[src/hdl/cpuPkg.sv]
// cpuPkg package: data width, bus source and ALU opcode enums, per-cycle control word struct
`default_nettype none

package cpuPkg;

    // width of the shared bus and of every register
    localparam int dataWidth = 32;

    // single driver of the shared bus, srcNone reads zero
    typedef enum logic [3:0] {
        srcNone = 4'd0,
        srcReg  = 4'd1,   // general register named by regSel
        srcPc   = 4'd2,
        srcIr   = 4'd3,
        srcY    = 4'd4,
        srcZLo  = 4'd5,   // low half of the ALU result
        srcZHi  = 4'd6,   // high half, product upper word
        srcMar  = 4'd7,
        srcHi   = 4'd8,
        srcLo   = 4'd9,
        srcMdr  = 4'd10
    } busSrc;

    // ALU opcodes, all single cycle except opMul
    typedef enum logic [3:0] {
        opAdd  = 4'd0,
        opSub  = 4'd1,
        opAnd  = 4'd2,
        opOr   = 4'd3,
        opShr  = 4'd4,    // logical right
        opShra = 4'd5,    // arithmetic right
        opShl  = 4'd6,
        opRor  = 4'd7,
        opRol  = 4'd8,
        opNeg  = 4'd9,
        opNot  = 4'd10,
        opMul  = 4'd11    // signed 32x32, iterative
    } aluOp;

    // one cycle of control from the sequencer
    typedef struct packed {
        busSrc      src;       // who drives the bus this cycle
        logic [3:0] regSel;    // register file entry
        logic       regIn;
        logic       pcIn;
        logic       incPc;     // pc + 4, pcIn has priority
        logic       irIn;
        logic       yIn;
        logic       hiIn;
        logic       loIn;
        logic       marIn;
        logic       mdrIn;
        logic       memRead;   // mdr source: memory data when high, bus otherwise
        logic       aluStart;  // one cycle pulse
        aluOp       op;
    } ctrlWord;

endpackage

`default_nettype wire

[src/hdl/aluUnit.sv]
// aluUnit module: start/finished ALU with single-cycle ops, shift-and-add multiplier, Z register
`timescale 1ns/1ns
`default_nettype none

module aluUnit (
    input  logic                           Clock,
    input  logic                           rstN,
    input  logic                           aluStart,
    input  cpuPkg::aluOp                   op,
    input  logic [cpuPkg::dataWidth-1:0]   yValue,
    input  logic [cpuPkg::dataWidth-1:0]   bus,
    output logic [2*cpuPkg::dataWidth-1:0] zValue,
    output logic                           aluDone
);
    import cpuPkg::*;

    typedef enum logic {stIdle, stBusy} aluState;

    aluState                state;
    logic [4:0]             stepCount;    // remaining multiply steps
    logic                   startAccept;
    aluOp                   opReg;
    logic [dataWidth-1:0]   opA;          // from Y
    logic [dataWidth-1:0]   opB;          // from the bus
    logic [2*dataWidth-1:0] product;
    logic [dataWidth-1:0]   mcand;
    logic [dataWidth:0]     partialSum;   // one carry bit
    logic [2*dataWidth-1:0] productNext;
    logic [2*dataWidth-1:0] mulResult;
    logic                   negResult;

    function automatic logic [dataWidth-1:0] magnitude(input logic [dataWidth-1:0] v);
        return v[dataWidth-1] ? -v : v;
    endfunction

    function automatic logic [dataWidth-1:0] singleResult(input aluOp f,
                                                         input logic [dataWidth-1:0] a,
                                                         input logic [dataWidth-1:0] b);
        logic [4:0]             amt;
        logic [2*dataWidth-1:0] rotR;
        logic [2*dataWidth-1:0] rotL;
        amt  = b[4:0];                     // low 5 bits only
        rotR = {a, a} >> amt;
        rotL = {a, a} << amt;
        case (f)
            opAdd:   return a + b;
            opSub:   return a - b;
            opAnd:   return a & b;
            opOr:    return a | b;
            opShr:   return a >> amt;
            opShra:  return $signed(a) >>> amt;
            opShl:   return a << amt;
            opRor:   return rotR[dataWidth-1:0];
            opRol:   return rotL[2*dataWidth-1:dataWidth];
            opNeg:   return -b;
            opNot:   return ~b;
            default: return '0;            // opMul handled by the iterative path
        endcase
    endfunction

    // a start while busy is dropped
    assign startAccept = aluStart && (state == stIdle);

    // unsigned shift-and-add on magnitudes with the sign applied at the end
    assign mcand       = magnitude(opA);
    assign partialSum  = {1'b0, product[2*dataWidth-1:dataWidth]}
                       + (product[0] ? {1'b0, mcand} : {(dataWidth + 1){1'b0}});
    assign productNext = {partialSum, product[dataWidth-1:1]};
    assign negResult   = opA[dataWidth-1] ^ opB[dataWidth-1];
    assign mulResult   = negResult ? -productNext : productNext;

    always_ff @(posedge Clock) begin
        if (!rstN) begin
            opReg   <= opAdd;
            opA     <= '0;
            opB     <= '0;
            product <= '0;
        end else if (startAccept) begin
            opReg   <= op;
            opA     <= yValue;
            opB     <= bus;
            product <= {{dataWidth{1'b0}}, magnitude(bus)};  // multiplier in low half
        end else if (state == stBusy && opReg == opMul) begin
            product <= productNext;
        end
    end

    always_ff @(posedge Clock) begin
        if (!rstN) begin
            state     <= stIdle;
            stepCount <= '0;
            aluDone   <= 1'b0;
            zValue    <= '0;
        end else begin
            aluDone <= 1'b0;               // pulse lasts one cycle
            case (state)
                stIdle: begin
                    if (startAccept) begin
                        state     <= stBusy;
                        stepCount <= (op == opMul) ? 5'd31 : 5'd0;
                    end
                end
                stBusy: begin
                    if (stepCount == 5'd0) begin
                        state   <= stIdle;
                        aluDone <= 1'b1;
                        if (opReg == opMul) begin
                            zValue <= mulResult;
                        end else begin
                            zValue <= {{dataWidth{1'b0}}, singleResult(opReg, opA, opB)};
                        end
                    end else begin
                        stepCount <= stepCount - 5'd1;
                    end
                end
                default: state <= stIdle;
            endcase
        end
    end

endmodule

`default_nettype wire

[src/hdl/busUnit.sv]
// busUnit module: PC, IR, Y, HI and LO registers and the shared bus multiplexer
`timescale 1ns/1ns
`default_nettype none

module busUnit (
    input  logic                           Clock,
    input  logic                           rstN,
    input  cpuPkg::ctrlWord                ctrl,
    input  logic [cpuPkg::dataWidth-1:0]   regData,
    input  logic [cpuPkg::dataWidth-1:0]   mdrValue,
    input  logic [cpuPkg::dataWidth-1:0]   marValue,
    input  logic [2*cpuPkg::dataWidth-1:0] zValue,
    output logic [cpuPkg::dataWidth-1:0]   bus,
    output logic [cpuPkg::dataWidth-1:0]   yValue
);
    import cpuPkg::*;

    logic [dataWidth-1:0] pc;
    logic [dataWidth-1:0] ir;
    logic [dataWidth-1:0] y;
    logic [dataWidth-1:0] hi;
    logic [dataWidth-1:0] lo;

    always_ff @(posedge Clock) begin
        if (!rstN) begin
            pc <= '0;
            ir <= '0;
            y  <= '0;
            hi <= '0;
            lo <= '0;
        end else begin
            if (ctrl.pcIn) begin
                pc <= bus;                 // a jump overrides the increment
            end else if (ctrl.incPc) begin
                pc <= pc + 32'd4;
            end
            if (ctrl.irIn) ir <= bus;
            if (ctrl.yIn) y <= bus;
            if (ctrl.hiIn) hi <= bus;
            if (ctrl.loIn) lo <= bus;
        end
    end

    assign yValue = y;  // operand A of the ALU

    // exactly one source, chosen by the enum
    always_comb begin
        case (ctrl.src)
            srcNone: bus = '0;
            srcReg:  bus = regData;
            srcPc:   bus = pc;
            srcIr:   bus = ir;
            srcY:    bus = y;
            srcZLo:  bus = zValue[dataWidth-1:0];
            srcZHi:  bus = zValue[2*dataWidth-1:dataWidth];
            srcMar:  bus = marValue;
            srcHi:   bus = hi;
            srcLo:   bus = lo;
            srcMdr:  bus = mdrValue;
            default: bus = '0;             // unused codes read zero
        endcase
    end

endmodule

`default_nettype wire

[src/hdl/dataPath.sv]
// dataPath module: top level joining register file, memory interface, ALU and bus unit
`timescale 1ns/1ns
`default_nettype none

module dataPath #(
    parameter int numRegs = 16
) (
    input  logic                         Clock,
    input  logic                         rstN,
    input  cpuPkg::ctrlWord              ctrl,
    input  logic [cpuPkg::dataWidth-1:0] memDataIn,
    output logic [cpuPkg::dataWidth-1:0] busValue,
    output logic [cpuPkg::dataWidth-1:0] memAddr,
    output logic                         aluDone
);
    import cpuPkg::*;

    logic [dataWidth-1:0]   regData;
    logic [dataWidth-1:0]   mdrValue;
    logic [dataWidth-1:0]   yValue;
    logic [2*dataWidth-1:0] zValue;

    registerFile #(
        .numRegs (numRegs)
    ) i_registerFile (
        .Clock   (Clock),
        .rstN    (rstN),
        .regSel  (ctrl.regSel),
        .regIn   (ctrl.regIn),
        .bus     (busValue),
        .regData (regData)
    );

    // MAR output doubles as the memory address
    memInterface i_memInterface (
        .Clock     (Clock),
        .rstN      (rstN),
        .mdrIn     (ctrl.mdrIn),
        .memRead   (ctrl.memRead),
        .marIn     (ctrl.marIn),
        .bus       (busValue),
        .memDataIn (memDataIn),
        .mdrValue  (mdrValue),
        .marValue  (memAddr)
    );

    aluUnit i_aluUnit (
        .Clock    (Clock),
        .rstN     (rstN),
        .aluStart (ctrl.aluStart),
        .op       (ctrl.op),
        .yValue   (yValue),
        .bus      (busValue),
        .zValue   (zValue),
        .aluDone  (aluDone)
    );

    busUnit i_busUnit (
        .Clock    (Clock),
        .rstN     (rstN),
        .ctrl     (ctrl),
        .regData  (regData),
        .mdrValue (mdrValue),
        .marValue (memAddr),
        .zValue   (zValue),
        .bus      (busValue),
        .yValue   (yValue)
    );

endmodule

`default_nettype wire

[src/hdl/memInterface.sv]
// memInterface module: memory data register and memory address register
`timescale 1ns/1ns
`default_nettype none

module memInterface (
    input  logic                         Clock,
    input  logic                         rstN,
    input  logic                         mdrIn,
    input  logic                         memRead,
    input  logic                         marIn,
    input  logic [cpuPkg::dataWidth-1:0] bus,
    input  logic [cpuPkg::dataWidth-1:0] memDataIn,
    output logic [cpuPkg::dataWidth-1:0] mdrValue,
    output logic [cpuPkg::dataWidth-1:0] marValue
);
    import cpuPkg::*;

    logic [dataWidth-1:0] mdrNext;

    // memory side wins when a read is in progress
    assign mdrNext = memRead ? memDataIn : bus;

    always_ff @(posedge Clock) begin
        if (!rstN) begin
            mdrValue <= '0;
        end else if (mdrIn) begin
            mdrValue <= mdrNext;
        end
    end

    // MAR feeds both the bus mux and the memory address pins
    always_ff @(posedge Clock) begin
        if (!rstN) begin
            marValue <= '0;
        end else if (marIn) begin
            marValue <= bus;
        end
    end

endmodule

`default_nettype wire

[src/hdl/registerFile.sv]
// registerFile module: general purpose registers with one bus read port and one bus write port
`timescale 1ns/1ns
`default_nettype none

module registerFile #(
    parameter int numRegs = 16
) (
    input  logic                         Clock,
    input  logic                         rstN,
    input  logic [3:0]                   regSel,
    input  logic                         regIn,
    input  logic [cpuPkg::dataWidth-1:0] bus,
    output logic [cpuPkg::dataWidth-1:0] regData
);
    import cpuPkg::*;

    logic [dataWidth-1:0] regs [numRegs];
    logic                 selValid;

    // entries past numRegs do not exist
    assign selValid = (regSel < numRegs);

    always_ff @(posedge Clock) begin
        if (!rstN) begin
            for (int i = 0; i < numRegs; i++) begin
                regs[i] <= '0;
            end
        end else if (regIn && selValid) begin
            regs[regSel] <= bus;
        end
    end

    // combinational read, zero for a missing entry
    always_comb begin
        if (selValid) begin
            regData = regs[regSel];
        end else begin
            regData = '0;
        end
    end

endmodule

`default_nettype wire
[config.mk]
export PLATFORM = sky130hd
export DESIGN_NAME = dataPath
export DESIGN_NICKNAME = d
export VERILOG_FILES = /design/src/hdl/cpuPkg.sv /design/src/hdl/aluUnit.sv /design/src/hdl/busUnit.sv /design/src/hdl/dataPath.sv /design/src/hdl/memInterface.sv /design/src/hdl/registerFile.sv
export SDC_FILE = /design/constraint.sdc
export NUM_CORES = 2
export LEC_CHECK = 0
export BUFFER_PORTS_ARGS = -buffer_cell sky130_fd_sc_hd__buf_4
export CAP_MARGIN = 20
export CORE_ASPECT_RATIO = 0.9
export CORE_UTILIZATION = 50
export CTS_CLUSTER_DIAMETER = 120
export DETAILED_ROUTE_END_ITERATION = 7
export GPL_TIMING_DRIVEN = 0
export PLACE_DENSITY = 0.71
export SYNTH_ARGS = -nofsm -noshare
export SYNTH_HDL_FRONTEND = slang
export SYNTH_SLANG_ARGS = --single-unit
[constraint.sdc]
create_clock -name Clock -period 7.45 [get_ports Clock]
set_input_delay 1.1175 -clock Clock [delete_from_list [all_inputs] [get_ports Clock]]
set_output_delay 1.1175 -clock Clock [all_outputs]
set_load 0.01 [all_outputs]
==> impl_results.md <==
- Gr usage total: 49.8%
- YS warnings: 0
- Vias in the first global route: 48600
- Peak-usage layer in the global routing report: met1
- Num CTS Buffers: 97
- Global-route wire length before repair: 381 mm
- I/O Buffers: about 110
- Share of layout cells above drive strength 1: a little over a tenth
- GR Util met2: 63.9%
- Gpl congestion: 1.12
- Final hold vios: 0
- Seq/Total Area, Yosys: a little over two fifths
- Buf/Inv on CP: 8
- Largest net degree at the start of global routing: 33
- Relative slew slack: 8.12%
- Die Area: 110000 µm²
- Hpwl dp: 219 mm
- Cell taking the most area after synthesis: edfxtp_1
- Setup Skew: a little over 0.07 ns
- Failing checks: negative setup slack
- # hold bufs at CTS: 0
- Clock buffer depth: 3
- IO Count: approximately 120
- Setup tns final: -0.428 ns
- Syn nets: just under 6000
- Worst R2R Start: i_aluUnit.opA[31]
- Clock sink total: ~940
- H-tree levels: 3
- Grt met1 use: 68.8%
- EDFF count, synth: 512
- Leakage: 22.2 nW
- CP delay by family, top: buffers and inverters
- Min Clock Period, post-route: 7.73 ns
- Post-CTS Setup Inserts: 0
- Die span in y: 315 µm
- Mean Syn Cell Area: 9.45 µm²
- FF+latch count, synth: about 940
- DR iter-0 viols: 10300
- HP Start: i_aluUnit.product[40]
- Hold Path Class: reg2reg
- DRC viols: 0
- Net switching power: ~4.8 mW
- FP Rows: 114
- GRT overflow: 0
- Top cell type's share of synthesized area: 28.2%
- Power Dens Cells: 234 nW/µm²
- Top cell by count, worst path: buf_2
- Asr flop ratio synth: 0%
- Final wirelength: 282 mm
- Core Box Area: ~110000 µm²
- # fillers: 9375
- Crit-path max cell delay: 0.89 ns
- Area growth, synth to finish: 12.2%
- Clock transition at path regs: 0.06 ns
- Part of the cycle the worst path needs: 104%
- Top cells by area, synth: edfxtp_1 28%, dfxtp_1 16%, nor2_1 8.1%
- DP Area: 57600 µm²
- Post-Syn Area: 54500 µm²
- CP max stage cell: a21boi_2
- Pre-CTS setup slack: -0.0955 ns
- Final number of setup-violating endpoints: 2
- Status: finished, violations left
- Max cap viols: 0
- Via count: between 50000 and 60000
- ANT nets after route: 0
- Pre-antenna DRT Iters: 8
- Vias per Instance: 7.13
- Final net count: 6215
- Max-slew violations: 0
- Crit path arrival time: 6.61 ns
- Cells after synthesis: 5772
- Post-route setup slack: -0.278 ns
- Critical path peak fanout: 10
- Part of the power in the clock network: 36.8%
- Path type of the worst setup path: in2out
- Reg2reg setup slack: 0.23 ns
- Fmax: 0.129 GHz
- Root Buffer Master: clkbuf_16
- Worst setup startpoint: ctrl[20]
- Finished Cell Area: approximately 61000 µm²
- GR Layer Usage met3: 27.9%
- Crit-path cells: clkdlybuf4s15_1, buf_2, buf_2, buf_2, clkinv_1, nand2_1, o2bb2ai_1, nor3_1, a21boi_2, clkbuf_1, inv_1, buf_4
- Avg WL per Cell: 37.3 µm
- Sw frac: 33.7%
- Initial antenna violation count: 20
- Starting density of the core: 50.6%
- Sequential share of power: 42.0%
- Die width: 350 µm
- Worst setup SP type: primary input
- Hold_ws: 0.460 ns
- Pint: 9.48 mW
- Slew of the pin with the lowest slew margin: 1.37 ns
- RSZ-0062 raised after global routing: no
- TritonCTS clock tree: yes
- Critical path endpoint category: output port
- VDD IR max: about 0.00025 V
- Worst-skew pair later-pin latency: 0.75 ns
- Worst path required time: 6.33 ns
- Cell variety after synth: 106
- Most common flop cell mapped by yosys: edfxtp_1
- Comb pwr share: roughly a fifth
[per-layer routing]
metal  up-vias  part of all wire [%]
met3       821                    19
met2      5146                    38
met5         -                  0.17
li1      21600                     -
met4        29                   4.3
met1     26300                    39
[power by group through the flow]
stage / Clock [mW] / Sequential, mW / Combinational [mW]
floorplan: 0 / 5.93 / 1.60
global placement: 0 / 6.06 / 2.76
detailed placement: 0 / 6.07 / 2.79
CTS: 5.18 / 5.96 / 2.81
global route: 5.36 / 6.00 / 3.06
finish: 5.26 / 6.00 / 3.04
[layout by cell type, fill, tap and decap left out, types with 67 or more instances in the layout]
cell type  instances
nor2_1          1171
a22oi_1           71
nor3_1            67
inv_1            125
buf_4            116
xnor2_1          146
o21ai_0          284
clkbuf_16         99
mux4_2           173
dfxtp_1          427
a21oi_1          282
mux2i_1          161
edfxtp_1         512
clkbuf_1         420
nand3_1           76
ha_1             134
a211oi_1         259
nand2_1          420
[cell type report]
class	instances	area [µm²]	area share (%)
Antenna cell	8	20.0	0.0327
Buffer	506	2050	3.35
Clock buffer	128	2710	4.43
Clock inverter	55	693	1.13
Inverter	134	503	0.822
Multi-Input combinational cell	4193	28200	46.0
Sequential cell	939	23900	39.1
Tap cell	1450	1810	2.97
Timing Repair Buffer	150	1320	2.16
[worst paths after layout]
path	to	cells after the start
setup reg to reg	i_aluUnit.zValue[63]	20
hold reg to reg	i_aluUnit.product[40]	2
setup / recovery	busValue[8]	12
hold / removal	i_aluUnit.product[40]	2
[cell usage after synthesis, drive strengths merged, types with 17 or more instances]
library cell  instances
a311oi               19
xnor2               146
nor4                 29
a21oi               285
o22ai                58
o221ai               23
inv                 130
o21a                 18
buf                 100
clkbuf              406
a221oi               27
nand3b               20
o31ai                38
mux2i               161
a2111oi              26
a211oi              264
a31oi                38
o21ai               289
nand2b               39
edfxtp              512
a32oi                17
ha                  134
nor2               1172
o211ai               19
and2                 53
and3                 29
dfxtp               427
or3                  27
mux2                 35
nand3                77
nand2               436
mux4                173
a21o                 54
nor2b                39
nand4                26
a22oi                71
nor3                 69
xor2                 56
a211o                17
[worst register-to-register path: stages, from the launching register on]
cell and delay [ns]:
dfxtp_1 0.34, clkbuf_1 0.55, clkbuf_1 0.71, clkbuf_1 0.38, clkbuf_1 0.44, o31ai_1 0.17, xnor2_1 0.19, and2_1 0.23
ha_1 0.29, buf_2 0.19, a21oi_1 0.16, o21bai_1 0.11, a41o_1 0.29, o41ai_1 0.41, xor2_1 0.59, nand4b_1 0.44
a2111oi_2 0.79, and4b_1 0.34, a41oi_1 0.14, xnor2_1 0.27, o21ai_0 0.10
[state kept, by name, indices dropped and copies added (netlist names)]
name and cells:
i_registerFile.regs 512, i_aluUnit.product 64, i_aluUnit.zValue 64, i_aluUnit.opA 32, i_aluUnit.opB 32, i_busUnit.hi 32
i_busUnit.ir 32, i_busUnit.lo 32, i_busUnit.pc 32, i_busUnit.yValue 32, i_memInterface.marValue 32, i_memInterface.mdrValue 32
i_aluUnit.stepCount 5, i_aluUnit.opReg 4, i_aluUnit.aluDone 1, i_aluUnit.state 1
[repair_timing]
| action | CTS | global route |
|---|---|---|
| gates resized for setup | 1 | 5 |
| pin swaps | 0 | 0 |
| endpoints found under the hold margin | 0 | 0 |
| setup endpoints to repair | 1 | 6 |
[kinds of logic (layout without fill, tap and decap cells)]
kind of cell	after synthesis	count (layout)	share of synthesized area, %
compound gates	1399	1399	17.4
other cells	0	8	0
fa+ha+maj	137	137	3.19
buf+inv	640	973	4.67
flops	939	939	43.9
xor+xnor	202	202	3.24
mux	369	369	10.8
simple gates	2086	2086	16.8
[per-stage QoR]
step / utilization [%] / power (mW) / cells
after global routing: 56.8 / 14.4 / 7555
after detailed placement: 53.5 / 8.85 / 7359
after CTS: 56.6 / 13.9 / 7542
after global placement: 53.1 / 8.82 / 7330
after floorplan: - / 7.53 / 5772
final: 56.8 / 14.3 / 7563
Note: power is estimated with default switching activity, not from simulation.
